**config.mk**
```make
export PLATFORM = sky130hd
export DESIGN_NAME = cpu
export DESIGN_NICKNAME = d
export VERILOG_FILES = /design/src/hw/rv32i_pkg.sv /design/src/hw/alu.sv /design/src/hw/cpu.sv /design/src/hw/hazard_unit.sv /design/src/hw/lsu_align.sv /design/src/hw/regfile.sv /design/src/hw/rv32i_decoder.sv
export SDC_FILE = /design/constraint.sdc
export NUM_CORES = 2
export LEC_CHECK = 0
export BUFFER_PORTS_ARGS = -buffer_cell sky130_fd_sc_hd__buf_2
export CORE_ASPECT_RATIO = 1.5
export CORE_MARGIN = 2
export CORE_UTILIZATION = 40
export DETAILED_ROUTE_END_ITERATION = 10
export PLACE_DENSITY_LB_ADDON = 0.12
export REMOVE_ABC_BUFFERS = 1
export SETUP_SLACK_MARGIN = 0.2
export SYNTH_ARGS = -nofsm -noshare
export SYNTH_HDL_FRONTEND = slang
export SYNTH_SLANG_ARGS = --single-unit
```
**constraint.sdc**
```tcl
create_clock -name clk -period 7.2 [get_ports clk]
set_input_delay 0.72 -clock clk [delete_from_list [all_inputs] [get_ports clk]]
set_output_delay 0.72 -clock clk [all_outputs]
set_load 0.03 [all_outputs]
```
**src/hw/rv32i_pkg.sv**
```systemverilog
package rv32i_pkg;

    typedef logic [31:0] word_t;
    typedef logic [4:0]  reg_id_t;
    typedef logic [3:0]  byte_mask_t; // bit i enables byte lane i

    typedef enum logic [6:0] {
        op_lui   = 7'b0110111,
        op_auipc = 7'b0010111,
        op_imm   = 7'b0010011, // register-immediate alu ops
        op_reg   = 7'b0110011, // register-register alu ops
        op_load  = 7'b0000011,
        op_store = 7'b0100011
    } rv32i_opcode_e;

    // funct3 of the alu ops, sub and sra come from alu_alt
    typedef enum logic [2:0] {
        alu_add  = 3'b000,
        alu_sll  = 3'b001,
        alu_slt  = 3'b010,
        alu_sltu = 3'b011,
        alu_xor  = 3'b100,
        alu_srl  = 3'b101,
        alu_or   = 3'b110,
        alu_and  = 3'b111
    } alu_op_e;

    typedef enum logic [2:0] {
        lb  = 3'b000, // sb for stores
        lh  = 3'b001, // sh for stores
        lw  = 3'b010, // sw for stores
        lbu = 3'b100,
        lhu = 3'b101
    } mem_funct3_e;

    typedef enum logic [1:0] {
        wb_alu,
        wb_load
    } wb_sel_e;

    typedef enum logic [1:0] {
        fwd_none,
        fwd_mem, // from ex/mem alu result
        fwd_wb   // from the writeback value
    } fwd_sel_e;

    typedef struct packed {
        rv32i_opcode_e opcode;
        alu_op_e       alu_op;
        logic          alu_alt;   // sub / sra
        logic          alu_a_pc;  // pc instead of rs1
        logic          alu_b_imm; // imm instead of rs2
        mem_funct3_e   funct3;    // access size and sign
        logic          mem_read;
        logic          mem_write;
        logic          load_regfile;
        wb_sel_e       wb_sel;
        reg_id_t       rs1_id;    // 0 when not read
        reg_id_t       rs2_id;    // 0 when not read
        reg_id_t       rd_id;
    } ctrl_word_t;

    localparam word_t RESET_PC  = 32'h0000_0000;
    localparam word_t NOP_INSTR = 32'h0000_0013; // addi x0, x0, 0

    // control word of a pipeline bubble, writes nothing
    localparam ctrl_word_t BUBBLE_CTRL = '{
        opcode:       op_imm,
        alu_op:       alu_add,
        alu_alt:      1'b0,
        alu_a_pc:     1'b0,
        alu_b_imm:    1'b1,
        funct3:       lw,
        mem_read:     1'b0,
        mem_write:    1'b0,
        load_regfile: 1'b0,
        wb_sel:       wb_alu,
        rs1_id:       5'd0,
        rs2_id:       5'd0,
        rd_id:        5'd0
    };

endpackage : rv32i_pkg

```
**src/hw/alu.sv**
```systemverilog
`timescale 1ns/1ns

module alu (
    input  rv32i_pkg::alu_op_e alu_op,
    input  logic               alu_alt,
    input  rv32i_pkg::word_t   a,
    input  rv32i_pkg::word_t   b,
    output rv32i_pkg::word_t   f
);
    import rv32i_pkg::*;

    logic [4:0] shamt;
    word_t      sra_res;

    assign shamt   = b[4:0];
    assign sra_res = $signed(a) >>> shamt; // keeps the sign bit

    always_comb begin
        case (alu_op)
            alu_add:  f = alu_alt ? a - b : a + b;
            alu_sll:  f = a << shamt;
            alu_slt:  f = {31'b0, $signed(a) < $signed(b)};
            alu_sltu: f = {31'b0, a < b};
            alu_xor:  f = a ^ b;
            alu_srl:  f = alu_alt ? sra_res : a >> shamt;
            alu_or:   f = a | b;
            alu_and:  f = a & b;
            default:  f = a + b;
        endcase
    end

endmodule : alu

```
**src/hw/cpu.sv**
```systemverilog
`timescale 1ns/1ns

module cpu (
    input  logic                  clk,
    input  logic                  rst_n,
    output logic                  instr_read,
    output rv32i_pkg::word_t      instr_mem_address,
    input  rv32i_pkg::word_t      instr_mem_rdata,
    input  logic                  instr_mem_resp,
    output logic                  data_read,
    output logic                  data_write,
    output rv32i_pkg::word_t      data_mem_address,
    input  rv32i_pkg::word_t      data_mem_rdata,
    input  logic                  data_mem_resp,
    output rv32i_pkg::byte_mask_t data_mbe,
    output rv32i_pkg::word_t      data_mem_wdata
);
    import rv32i_pkg::*;

    word_t      pc;
    word_t      if_id_pc;
    word_t      if_id_ir;
    ctrl_word_t id_ctrl;
    word_t      id_imm;
    word_t      rf_a;
    word_t      rf_b;
    ctrl_word_t id_ex_ctrl;
    word_t      id_ex_pc;
    word_t      id_ex_imm;
    word_t      id_ex_rs1;
    word_t      id_ex_rs2;
    fwd_sel_e   fwd_a_sel;
    fwd_sel_e   fwd_b_sel;
    word_t      fwd_a;
    word_t      fwd_b;
    word_t      alu_f;
    byte_mask_t ex_mbe;
    word_t      ex_wdata;
    ctrl_word_t ex_mem_ctrl;
    word_t      ex_mem_alu;
    byte_mask_t ex_mem_mbe;
    word_t      ex_mem_wdata;
    ctrl_word_t mem_wb_ctrl;
    word_t      mem_wb_alu;
    word_t      mem_wb_rdata;
    word_t      wb_load_data;
    word_t      wb_value;
    logic       global_stall;
    logic       load_use_stall;

    always_ff @(posedge clk or negedge rst_n) begin
        if (!rst_n) begin
            pc       <= RESET_PC;
            if_id_pc <= RESET_PC;
            if_id_ir <= NOP_INSTR;
        end else if (!global_stall && !load_use_stall) begin
            pc       <= pc + 32'd4; // no control flow, always sequential
            if_id_pc <= pc;
            if_id_ir <= instr_mem_rdata;
        end
    end

    rv32i_decoder u_decoder (.instr(if_id_ir), .ctrl(id_ctrl), .imm(id_imm));

    regfile u_regfile (
        .clk(clk), .rst_n(rst_n),
        .load(mem_wb_ctrl.load_regfile), .dest(mem_wb_ctrl.rd_id), .in(wb_value),
        .src_a(id_ctrl.rs1_id), .src_b(id_ctrl.rs2_id), .reg_a(rf_a), .reg_b(rf_b)
    );

    always_ff @(posedge clk or negedge rst_n) begin
        if (!rst_n) begin
            id_ex_ctrl <= BUBBLE_CTRL;
        end else if (!global_stall) begin
            id_ex_ctrl <= load_use_stall ? BUBBLE_CTRL : id_ctrl; // bubble behind a load
        end
    end

    always_ff @(posedge clk) begin
        if (!global_stall) begin
            id_ex_pc  <= if_id_pc;
            id_ex_imm <= id_imm;
            id_ex_rs1 <= rf_a;
            id_ex_rs2 <= rf_b;
        end
    end

    always_comb begin
        case (fwd_a_sel)
            fwd_mem: fwd_a = ex_mem_alu;
            fwd_wb:  fwd_a = wb_value;
            default: fwd_a = id_ex_rs1;
        endcase
        case (fwd_b_sel)
            fwd_mem: fwd_b = ex_mem_alu;
            fwd_wb:  fwd_b = wb_value;
            default: fwd_b = id_ex_rs2;
        endcase
    end

    alu u_alu (
        .alu_op(id_ex_ctrl.alu_op), .alu_alt(id_ex_ctrl.alu_alt),
        .a(id_ex_ctrl.alu_a_pc ? id_ex_pc : fwd_a),
        .b(id_ex_ctrl.alu_b_imm ? id_ex_imm : fwd_b), .f(alu_f)
    );

    // lane mask and store placement, registered with the access
    lsu_align u_store_align (
        .funct3(id_ex_ctrl.funct3), .byte_offset(alu_f[1:0]), .store_data(fwd_b),
        .mem_rdata('0), .mbe(ex_mbe), .mem_wdata(ex_wdata), .load_data()
    );

    always_ff @(posedge clk or negedge rst_n) begin
        if (!rst_n) begin
            ex_mem_ctrl  <= BUBBLE_CTRL;
            ex_mem_alu   <= '0;
            ex_mem_mbe   <= '0;
            ex_mem_wdata <= '0;
        end else if (!global_stall) begin // request stays steady while waiting
            ex_mem_ctrl  <= id_ex_ctrl;
            ex_mem_alu   <= alu_f;
            ex_mem_mbe   <= ex_mbe;
            ex_mem_wdata <= ex_wdata;
        end
    end

    always_ff @(posedge clk or negedge rst_n) begin
        if (!rst_n) begin
            mem_wb_ctrl <= BUBBLE_CTRL;
        end else if (!global_stall) begin
            mem_wb_ctrl <= ex_mem_ctrl;
        end
    end

    always_ff @(posedge clk) begin
        if (!global_stall) begin
            mem_wb_alu   <= ex_mem_alu;
            mem_wb_rdata <= data_mem_rdata;
        end
    end

    lsu_align u_load_align (
        .funct3(mem_wb_ctrl.funct3), .byte_offset(mem_wb_alu[1:0]), .store_data('0),
        .mem_rdata(mem_wb_rdata), .mbe(), .mem_wdata(), .load_data(wb_load_data)
    );

    assign wb_value = (mem_wb_ctrl.wb_sel == wb_load) ? wb_load_data : mem_wb_alu;

    hazard_unit u_hazard (
        .instr_mem_resp(instr_mem_resp), .data_mem_resp(data_mem_resp),
        .id_ctrl(id_ctrl), .ex_ctrl(id_ex_ctrl), .mem_ctrl(ex_mem_ctrl), .wb_ctrl(mem_wb_ctrl),
        .global_stall(global_stall), .load_use_stall(load_use_stall),
        .fwd_a_sel(fwd_a_sel), .fwd_b_sel(fwd_b_sel)
    );

    assign instr_read        = 1'b1;
    assign instr_mem_address = pc;
    assign data_read         = ex_mem_ctrl.mem_read;
    assign data_write        = ex_mem_ctrl.mem_write;
    assign data_mem_address  = {ex_mem_alu[31:2], 2'b00};
    assign data_mbe          = ex_mem_mbe;
    assign data_mem_wdata    = ex_mem_wdata;

endmodule : cpu

```
**src/hw/hazard_unit.sv**
```systemverilog
`timescale 1ns/1ns

module hazard_unit (
    input  logic                  instr_mem_resp,
    input  logic                  data_mem_resp,
    input  rv32i_pkg::ctrl_word_t id_ctrl,  // instruction being decoded
    input  rv32i_pkg::ctrl_word_t ex_ctrl,  // id/ex
    input  rv32i_pkg::ctrl_word_t mem_ctrl, // ex/mem
    input  rv32i_pkg::ctrl_word_t wb_ctrl,  // mem/wb
    output logic                  global_stall,
    output logic                  load_use_stall,
    output rv32i_pkg::fwd_sel_e   fwd_a_sel,
    output rv32i_pkg::fwd_sel_e   fwd_b_sel
);
    import rv32i_pkg::*;

    logic data_busy;
    logic load_in_ex;

    function automatic fwd_sel_e fwd_select(input reg_id_t src, input ctrl_word_t mem_c,
                                            input ctrl_word_t wb_c);
        fwd_sel_e sel;
        sel = fwd_none;
        if (src != 5'd0) begin
            // a load in ex/mem has no data yet, the interlock covers it
            if (mem_c.load_regfile && mem_c.opcode != op_load && mem_c.rd_id == src) begin
                sel = fwd_mem;
            end else if (wb_c.load_regfile && wb_c.rd_id == src) begin
                sel = fwd_wb;
            end
        end
        return sel;
    endfunction

    assign data_busy    = (mem_ctrl.mem_read || mem_ctrl.mem_write) && !data_mem_resp;
    assign global_stall = !instr_mem_resp || data_busy;

    assign load_in_ex = (ex_ctrl.opcode == op_load) && (ex_ctrl.rd_id != 5'd0);

    assign load_use_stall = !global_stall && load_in_ex &&
                            (ex_ctrl.rd_id == id_ctrl.rs1_id ||
                             ex_ctrl.rd_id == id_ctrl.rs2_id);

    assign fwd_a_sel = fwd_select(ex_ctrl.rs1_id, mem_ctrl, wb_ctrl);
    assign fwd_b_sel = fwd_select(ex_ctrl.rs2_id, mem_ctrl, wb_ctrl);

endmodule : hazard_unit

```
**src/hw/lsu_align.sv**
```systemverilog
`timescale 1ns/1ns

module lsu_align (
    input  rv32i_pkg::mem_funct3_e funct3,
    input  logic [1:0]             byte_offset,
    input  rv32i_pkg::word_t       store_data,
    input  rv32i_pkg::word_t       mem_rdata,
    output rv32i_pkg::byte_mask_t  mbe,
    output rv32i_pkg::word_t       mem_wdata,
    output rv32i_pkg::word_t       load_data
);
    import rv32i_pkg::*;

    logic [4:0] byte_shift;
    logic [4:0] half_shift;
    word_t      rdata_shifted;

    assign byte_shift = {byte_offset, 3'b000};
    assign half_shift = {byte_offset[1], 4'b0000}; // halves sit on lanes 0-1 or 2-3

    // addressed lanes moved down to bit 0
    assign rdata_shifted = mem_rdata >> byte_shift;

    always_comb begin
        case (funct3)
            lb, lbu: begin
                mbe       = 4'b0001 << byte_offset;
                mem_wdata = {24'b0, store_data[7:0]} << byte_shift;
            end
            lh, lhu: begin
                mbe       = 4'b0011 << {byte_offset[1], 1'b0};
                mem_wdata = {16'b0, store_data[15:0]} << half_shift;
            end
            default: begin
                mbe       = 4'b1111; // word
                mem_wdata = store_data;
            end
        endcase
    end

    always_comb begin
        case (funct3)
            lb: begin
                load_data = {{24{rdata_shifted[7]}}, rdata_shifted[7:0]};
            end
            lbu: begin
                load_data = {24'b0, rdata_shifted[7:0]};
            end
            lh: begin
                load_data = {{16{rdata_shifted[15]}}, rdata_shifted[15:0]};
            end
            lhu: begin
                load_data = {16'b0, rdata_shifted[15:0]};
            end
            default: begin
                load_data = mem_rdata;
            end
        endcase
    end

endmodule : lsu_align

```
**src/hw/regfile.sv**
```systemverilog
`timescale 1ns/1ns

module regfile (
    input  logic               clk,
    input  logic               rst_n,
    input  logic               load,
    input  rv32i_pkg::reg_id_t dest,
    input  rv32i_pkg::word_t   in,
    input  rv32i_pkg::reg_id_t src_a,
    input  rv32i_pkg::reg_id_t src_b,
    output rv32i_pkg::word_t   reg_a,
    output rv32i_pkg::word_t   reg_b
);
    import rv32i_pkg::*;

    word_t regs [31:1]; // x0 has no storage
    logic  write_en;

    assign write_en = load && (dest != 5'd0);

    always_ff @(posedge clk or negedge rst_n) begin
        if (!rst_n) begin
            for (int i = 1; i < 32; i++) begin
                regs[i] <= '0;
            end
        end else if (write_en) begin
            regs[dest] <= in;
        end
    end

    // same-cycle write shows up on the read ports
    assign reg_a = (src_a == 5'd0) ? '0 : (write_en && dest == src_a) ? in : regs[src_a];
    assign reg_b = (src_b == 5'd0) ? '0 : (write_en && dest == src_b) ? in : regs[src_b];

endmodule : regfile

```
**src/hw/rv32i_decoder.sv**
```systemverilog
`timescale 1ns/1ns

module rv32i_decoder (
    input  rv32i_pkg::word_t      instr,
    output rv32i_pkg::ctrl_word_t ctrl,
    output rv32i_pkg::word_t      imm
);
    import rv32i_pkg::*;

    rv32i_opcode_e opcode;
    logic [2:0]    funct3;
    reg_id_t       rs1;
    reg_id_t       rs2;
    reg_id_t       rd;
    word_t         i_imm;
    word_t         s_imm;
    word_t         u_imm;

    assign opcode = rv32i_opcode_e'(instr[6:0]);
    assign funct3 = instr[14:12];
    assign rs1    = instr[19:15];
    assign rs2    = instr[24:20];
    assign rd     = instr[11:7];

    assign i_imm = {{20{instr[31]}}, instr[31:20]};
    assign s_imm = {{20{instr[31]}}, instr[31:25], instr[11:7]};
    assign u_imm = {instr[31:12], 12'b0};

    always_comb begin
        ctrl = BUBBLE_CTRL; // unknown opcodes stay a bubble
        imm  = '0;
        case (opcode)
            op_lui: begin
                ctrl.opcode       = op_lui;
                ctrl.rd_id        = rd;
                ctrl.load_regfile = 1'b1;
                imm               = u_imm; // x0 + imm
            end
            op_auipc: begin
                ctrl.opcode       = op_auipc;
                ctrl.alu_a_pc     = 1'b1;
                ctrl.rd_id        = rd;
                ctrl.load_regfile = 1'b1;
                imm               = u_imm;
            end
            op_imm: begin
                ctrl.opcode       = op_imm;
                ctrl.alu_op       = alu_op_e'(funct3);
                ctrl.alu_alt      = (funct3 == 3'b101) && instr[30]; // srai only
                ctrl.rs1_id       = rs1;
                ctrl.rd_id        = rd;
                ctrl.load_regfile = 1'b1;
                imm               = i_imm;
            end
            op_reg: begin
                ctrl.opcode       = op_reg;
                ctrl.alu_op       = alu_op_e'(funct3);
                ctrl.alu_alt      = instr[30];
                ctrl.alu_b_imm    = 1'b0;
                ctrl.rs1_id       = rs1;
                ctrl.rs2_id       = rs2;
                ctrl.rd_id        = rd;
                ctrl.load_regfile = 1'b1;
            end
            op_load: begin
                ctrl.opcode       = op_load;
                ctrl.funct3       = mem_funct3_e'(funct3);
                ctrl.mem_read     = 1'b1;
                ctrl.wb_sel       = wb_load;
                ctrl.rs1_id       = rs1;
                ctrl.rd_id        = rd;
                ctrl.load_regfile = 1'b1;
                imm               = i_imm;
            end
            op_store: begin
                ctrl.opcode    = op_store;
                ctrl.funct3    = mem_funct3_e'(funct3);
                ctrl.mem_write = 1'b1;
                ctrl.rs1_id    = rs1;
                ctrl.rs2_id    = rs2; // store data
                imm            = s_imm;
            end
            default: ;
        endcase
    end

endmodule : rv32i_decoder

```
Yosys cells after proc, flatten, opt, wreduce, memory -nomap -nowiden
Index checks and enable logic that the tools add are counted.
{"block": "word_totals", "register_bits": 1415, "input_bits": 68, "output_inout_bits": 103}
{"block": "classes", "add_sub_neg": 3, "magnitude_cmp": 6, "eq_ne": 35, "n_shift": 8, "muxes": 40, "n_bitwise": 3, "reduce_logical": 39}
{"op": "$bwmux W992", "n": 1}
{"op": "$bmux W32 S5", "n": 2}
{"op": "$mux W32", "n": 10}
{"op": "$pmux W32 S8", "n": 1}
{"op": "$pmux W32 S2", "n": 3}
{"op": "$demux W32 S5", "n": 1}
{"op": "$pmux W32 S4", "n": 1}
{"op": "$pmux W32 S3", "n": 1}
{"op": "$lt A32 B32 Y1", "n": 2}
{"op": "$eq A5 B5 Y1", "n": 8}
{"op": "$mux W36", "n": 1}
{"op": "$add A32 B3 Y32 const B", "n": 1}
{"op": "$add A32 B32 Y32", "n": 1}
{"op": "$and A32 B32 Y32", "n": 1}
{"op": "$or A32 B32 Y32", "n": 1}
{"op": "$shl A16 B5 Y32", "n": 1}
{"op": "$shl A32 B5 Y32", "n": 1}
{"op": "$shl A8 B5 Y32", "n": 1}
{"op": "$shr A32 B5 Y16", "n": 1}
{"op": "$shr A32 B5 Y32", "n": 1}
{"op": "$sshr A32 B5 Y32", "n": 1}
{"op": "$sub A32 B32 Y32", "n": 1}
{"op": "$xor A32 B32 Y32", "n": 1}
{"op": "$pmux W6 S5", "n": 1}
{"op": "27 further kinds", "n": 90}

Logic depth before layout (Yosys ltp)
{"block": "logic_depth", "ltp_word": 13, "ltp_mapped": 31, "mapped_depth_nobuf": 26}

Hierarchy
From an unflattened synthesis, not the netlist that was laid out.
{"block": "hier_totals", "hier_cells": 6710, "hier_area_um2": 84343.4}
{"mod": "regfile", "instances": 1, "cells_each": 3564, "area_each_um2": 53551.4, "seq_area_each_um2": 24823.8}
{"mod": "cpu", "instances": 1, "cells_each": 1304, "area_each_um2": 18736.7, "seq_area_each_um2": 12434.4}
{"mod": "alu", "instances": 1, "cells_each": 1302, "area_each_um2": 8617.0, "seq_area_each_um2": 0.0}
{"mod": "lsu_align", "instances": 2, "cells_each": 188, "area_each_um2": 1147.4, "seq_area_each_um2": 0.0}
{"mod": "rv32i_decoder", "instances": 1, "cells_each": 103, "area_each_um2": 675.6, "seq_area_each_um2": 0.0}
{"mod": "hazard_unit", "instances": 1, "cells_each": 61, "area_each_um2": 467.9, "seq_area_each_um2": 0.0}

Worst setup path before layout
No wires, ideal clock.
{"block": "synth_timing", "path_kind": "in2reg", "start": "in data_mem_resp", "end": "reg id_ex_imm[0] (enable)", "setup_time_ps": 627, "arrival_time_ps": 6660, "path_slack_ps": -88, "cell_stages": 4, "path_cell_list": "o21ai_1 -> inv_1 -> clkbuf_1 -> buf_1"}
{"block": "synth_via", "elab_chain_cells": 3}
{"item": "from (decl)", "line_no": "cpu.sv:14", "text": "input logic data_mem_resp,"}
{"item": "$logic_not A1 Y1", "line_no": "hazard_unit.sv:35", "text": "assign data_busy = (mem_ctrl.mem_read || mem_ctrl.mem_write) && !data_mem_resp;"}
{"item": "$logic_and A1 B1 Y1", "line_no": "hazard_unit.sv:35"}
{"item": "$logic_or A1 B1 Y1", "line_no": "hazard_unit.sv:36", "text": "assign global_stall = !instr_mem_resp || data_busy;"}
{"item": "to (signal assigned)", "line_no": "cpu.sv:82", "text": "id_ex_imm <= id_imm;"}
{"item": "to (decl)", "line_no": "cpu.sv:29", "text": "word_t id_ex_imm;"}
Every way passes these cells.
A chain may end at the register's enable or synchronous reset.

Final worst setup path
{"block": "layout_timing", "start": "reg mem_wb_rdata[22]", "end": "reg ex_mem_wdata[3], in the netlist data_mem_wdata[3]"}
{"block": "layout_via", "elab_chain_cells": 10}
{"item": "from (decl)", "line_no": "cpu.sv:45", "text": "word_t mem_wb_rdata;"}
{"item": "from (signal assigned)", "line_no": "cpu.sv:138", "text": "mem_wb_rdata <= data_mem_rdata;"}
{"item": "$shr A32 B5 Y16", "line_no": "lsu_align.sv:22", "text": "assign rdata_shifted = mem_rdata >> byte_shift;"}
{"item": "$pmux W32 S4 *", "line_no": "lsu_align.sv:42", "text": "case (funct3)"}
{"item": "$mux W32 *", "line_no": "cpu.sv:147", "text": "assign wb_value = (mem_wb_ctrl.wb_sel == wb_load) ? wb_load_data : mem_wb_alu;"}
{"item": "parallel branches: the longest is 4 deep, another holds $lt A32 B32 Y1"}
{"item": "$pmux W32 S8 *", "line_no": "alu.sv:19", "text": "case (alu_op)"}
{"item": "$shl A16 B5 Y32 or $shl A8 B5 Y32 (tied branches)", "line_no": "lsu_align.sv:32, lsu_align.sv:28"}
{"item": "$pmux W32 S2 *", "line_no": "lsu_align.sv:25", "text": "case (funct3)"}
{"item": "to (signal assigned)", "line_no": "cpu.sv:123", "text": "ex_mem_wdata <= ex_wdata;"}
{"item": "to (decl)", "line_no": "cpu.sv:42", "text": "word_t ex_mem_wdata;"}
Every way passes the cells marked *.

==> summary.txt <==
Logic synthesis
  • Top_reg_cell synth: dfrtp_1
  • Most instantiated cells after synthesis: nand2_1, o21ai_0, dfrtp_1
  • Sequential element share of the synthesized area: 44.86%
  • Post-synthesis compound-gate area fraction: 23.47%
  • Synth Area in Adders: 1.661%
  • Share of the synthesized area in the top cell type: 37.43%
  • Yosys cell types: 98
  • Cells after synthesis: 9105
  • Main area contributors after synthesis: dfrtp_1, nand2_1, o21ai_0
  • Proportion of synthesized area in mux cells: 9.755%
  • Post-synth ARST share: 86.39%
  • Largest area contributor in the netlist: dfrtp_1
  • Post-synthesis sequential element count: 1396
  • Mean Syn Cell Area: 8.788 sq um
  • Largest family of logic cells by synthesized area: compound AO/OA/AOI/OAI gates
  • Xor and xnor fraction of the mapped netlist area: 1.007%
  • Synth Warn #: 0
  • Number of flops mapped to enable cells by yosys: 190
  • Synthesized cell area: 80020 sq um
  • Post-Synth Simple-Gate Area: 14.16%
  • Most frequent cell after synthesis: nand2_1

Critical path
  • CP startpoint kind: flip-flop
  • Element type at the critical path end: flip-flop
  • Critical path origin: mem_wb_rdata[22]$_DFFE_PP_
  • Crit path max-delay family: compound AO/OA/AOI/OAI gates
  • Worst Path Buf+Inv: 8
  • Max stage delay on crit path: 0.81 ns
  • Cell mode on critical path: buf_4
  • Worst Setup Path Type: flip-flop to flip-flop
  • Crit-path max FO: 9
  • Crit path arrival time: 7.52 ns
  • Worst Path Required: 7.93 ns
  • CP max-delay cell: a2111oi_1
  • Worst R2R Start: mem_wb_rdata[22]$_DFFE_PP_

Cells and area
  • Area delta synth->final: 14.24%
  • Final net count: 9337
  • Proportion of layout cells with a drive suffix above 1: 17.14%
  • Cell Count, Final, Fillers Out: 11936
  • Post-Layout Inst Area: 91420 sq um
  • Final core utilization: 45.84%

Timing
  • Slew HR: 2.887%
  • Period minus WS final: 6.793 ns
  • Final-report hold violation count: 0
  • Pins Over Slew Limit: 0
  • RSZ-0062 raised after global routing: false
  • Slew @ Worst Pin: 1.451 ns
  • Clock Skews: 0.06084 ns
  • Worst hold margin: 0.06155 ns
  • Fmax: 0.1472 GHz
  • Final setup violation count: 0
  • Fin crit share: 94.34%

Clock tree
  • Latest clock arrival within the worst-skew pair: 0.86 ns
  • Clk slew on worst S/H paths: 0.06 ns
  • CTS Sinks: 1396
  • CTS Buf Count: 157
  • CTS tree: built
  • Longest Clk Path Bufs: 4
  • Root buf cell: clkbuf_16
  • H-tree levels: 4

GRT
  • Antenna violations before repair: 31
  • GRT Total Usage: 41.27%
  • Overflow after GRT: 0
  • Largest net degree at the start of global routing: 145
  • Global-route wire length before repair: 593.9 mm
  • Vias in the first global route: 73272

Place
  • Placed cell count: 11642
  • Area post-placement: 86300 sq um
  • RePlAce Congestion: 1.096
  • IO Port Bufs: 165
  • Detailed Place HPWL: 295.9 mm

Power and ir drop
  • Pleak: 0.03784 uW
  • Power Density: 225.5 nW/um^2
  • Peak supply drop: 0.2335 mV

Routing
  • Total number of vias: 76181
  • Metal2 WL: 201.8 mm
  • Avg Vias per Cell: 6.382
  • WL met1: 153.4 mm
  • Final WL: 427.6 mm
  • DRT antenna net count: 0
  • First-pass DRT Iterations: 6
  • Drt drc: 0
  • Drt wl/cell: 35.83 um
  • WL met3: 29.37 mm
  • DR iter-0 viols: 8195
  • Max Used Layer: met5

Run
  • MaxCap Viol Count: 0

Die
  • Die Span Y: 551.8 um
  • Die Wd: 369.2 um
  • Initial Utilization: 40.12%
  • Io pins: 171
  • Row count: 201
  • Die area: 203700 sq um
  • Core box area: 199400 sq um

Worst hold path
  • HP Class: input pin to flip-flop
  • Hold Startpoint: data_mem_rdata[27]

Outcome
  • Status: finished, final reports clean
## layer usage
metal / vias to the layer above / GRT usage (%)
met1: 38033 / 46.70
met3: 1330 / 7.556
met4: 12 / 34.73
met2: 4014 / 67.69
li1: 32792 / -
met5: - / 0
## power by group
part / switching [uW] / internal [uW] / leakage (uW)
registers: 513 / 8300 / 0.0185
clock network: 3600 / 4530 / 0.00241
logic: 2600 / 1070 / 0.0169
total: 6720 / 13900 / 0.0378
## through the flow
stage                     total power [uW]  TNS (ns)  setup slack, ns
after floorplan                      10330  -3018.00           -8.456
after global placement               12500    -5.868          -0.3922
after detailed placement             12480    -3.894          -0.3815
after CTS                            20600         0           0.2358
after global routing                 21130         0           0.2394
final                                20610         0           0.4073
## cell families after synthesis
family	Yosys count
flip-flops	1396
other	2
AO/OA/AOI/OAI	3079
AND/OR/NAND/NOR	2757
buffers and inverters	1023
adder cells (fa/ha/maj)	105
multiplexers	651
XOR/XNOR	92
## what timing repair did
action | in CTS | in global routing
setup endpoints to repair | 44 | 39
resized for setup | 7 | 14
setup buffers | 0 | 1
hold endpoints to repair | 99 | 0
hold buffers | 1 | 0
pin swaps | 2 | 3
cloned | 0 | 0
## cell type report
class | instances | area (sq um)
Fill cell | 19540 | 108000
Multi-Input combinational cell | 6689 | 40800
Sequential cell | 1396 | 35920
Timing Repair Buffer | 782 | 5863
Clock buffer | 220 | 4438
Tap cell | 2639 | 3302
Inverter | 138 | 525.5
Clock inverter | 51 | 513.0
Antenna cell | 21 | 52.55
## state kept, by name, summed over array words and instances, names as in the netlist, 32 cells and up
register	count
id_ex_rs1	32
if_id_ir	32
mem_wb_alu	32
mem_wb_rdata	32
ex_mem_alu	32
u_regfile.regs	992
data_mem_wdata	32
id_ex_imm	32
id_ex_rs2	32
## worst paths after layout
| path | slack [ns] | end | cells past startpoint |
|---|---|---|---|
| max in group asynchronous | 4.96 | u_regfile.regs[32]$_DFFE_PN0P_ | 4 |
| hold reg to reg | 0.44 | id_ex_pc[23]$_DFFE_PP_ | 0 |
| min in group asynchronous | 0.29 | u_regfile.regs[884]$_DFFE_PN0P_ | 2 |
| setup reg to reg | 0.41 | data_mem_wdata[3]$_DFFE_PN0P_ | 26 |
| setup / recovery | 0.41 | data_mem_wdata[3]$_DFFE_PN0P_ | 26 |
| hold / removal | 0.06 | mem_wb_rdata[27]$_DFFE_PP_ | 1 |
## placed cells by master, fill, tap and decap left out, types with 38 or more instances in the layout
| master | n |
|---|---|
| o31ai_1 | 61 |
| and3_1 | 46 |
| a21o_1 | 45 |
| nand2_1 | 1841 |
| mux2_2 | 305 |
| inv_1 | 123 |
| buf_2 | 164 |
| ha_1 | 103 |
| nor3_1 | 87 |
| o22ai_1 | 138 |
| clkbuf_16 | 159 |
| xnor2_1 | 76 |
| dfrtp_1 | 1188 |
| o221ai_1 | 121 |
| clkbuf_1 | 38 |
| a22oi_1 | 52 |
| a21oi_1 | 610 |
| buf_4 | 585 |
| a311oi_1 | 69 |
| a31oi_1 | 155 |
| a22o_1 | 40 |
| edfxtp_1 | 190 |
| o21ai_0 | 1293 |
| a221oi_1 | 45 |
| nor2_1 | 406 |
| mux2i_1 | 271 |
| mux4_2 | 72 |
| nand3_1 | 98 |
| a211oi_1 | 90 |
| o211ai_1 | 60 |
(Power assumes the default switching activity.)
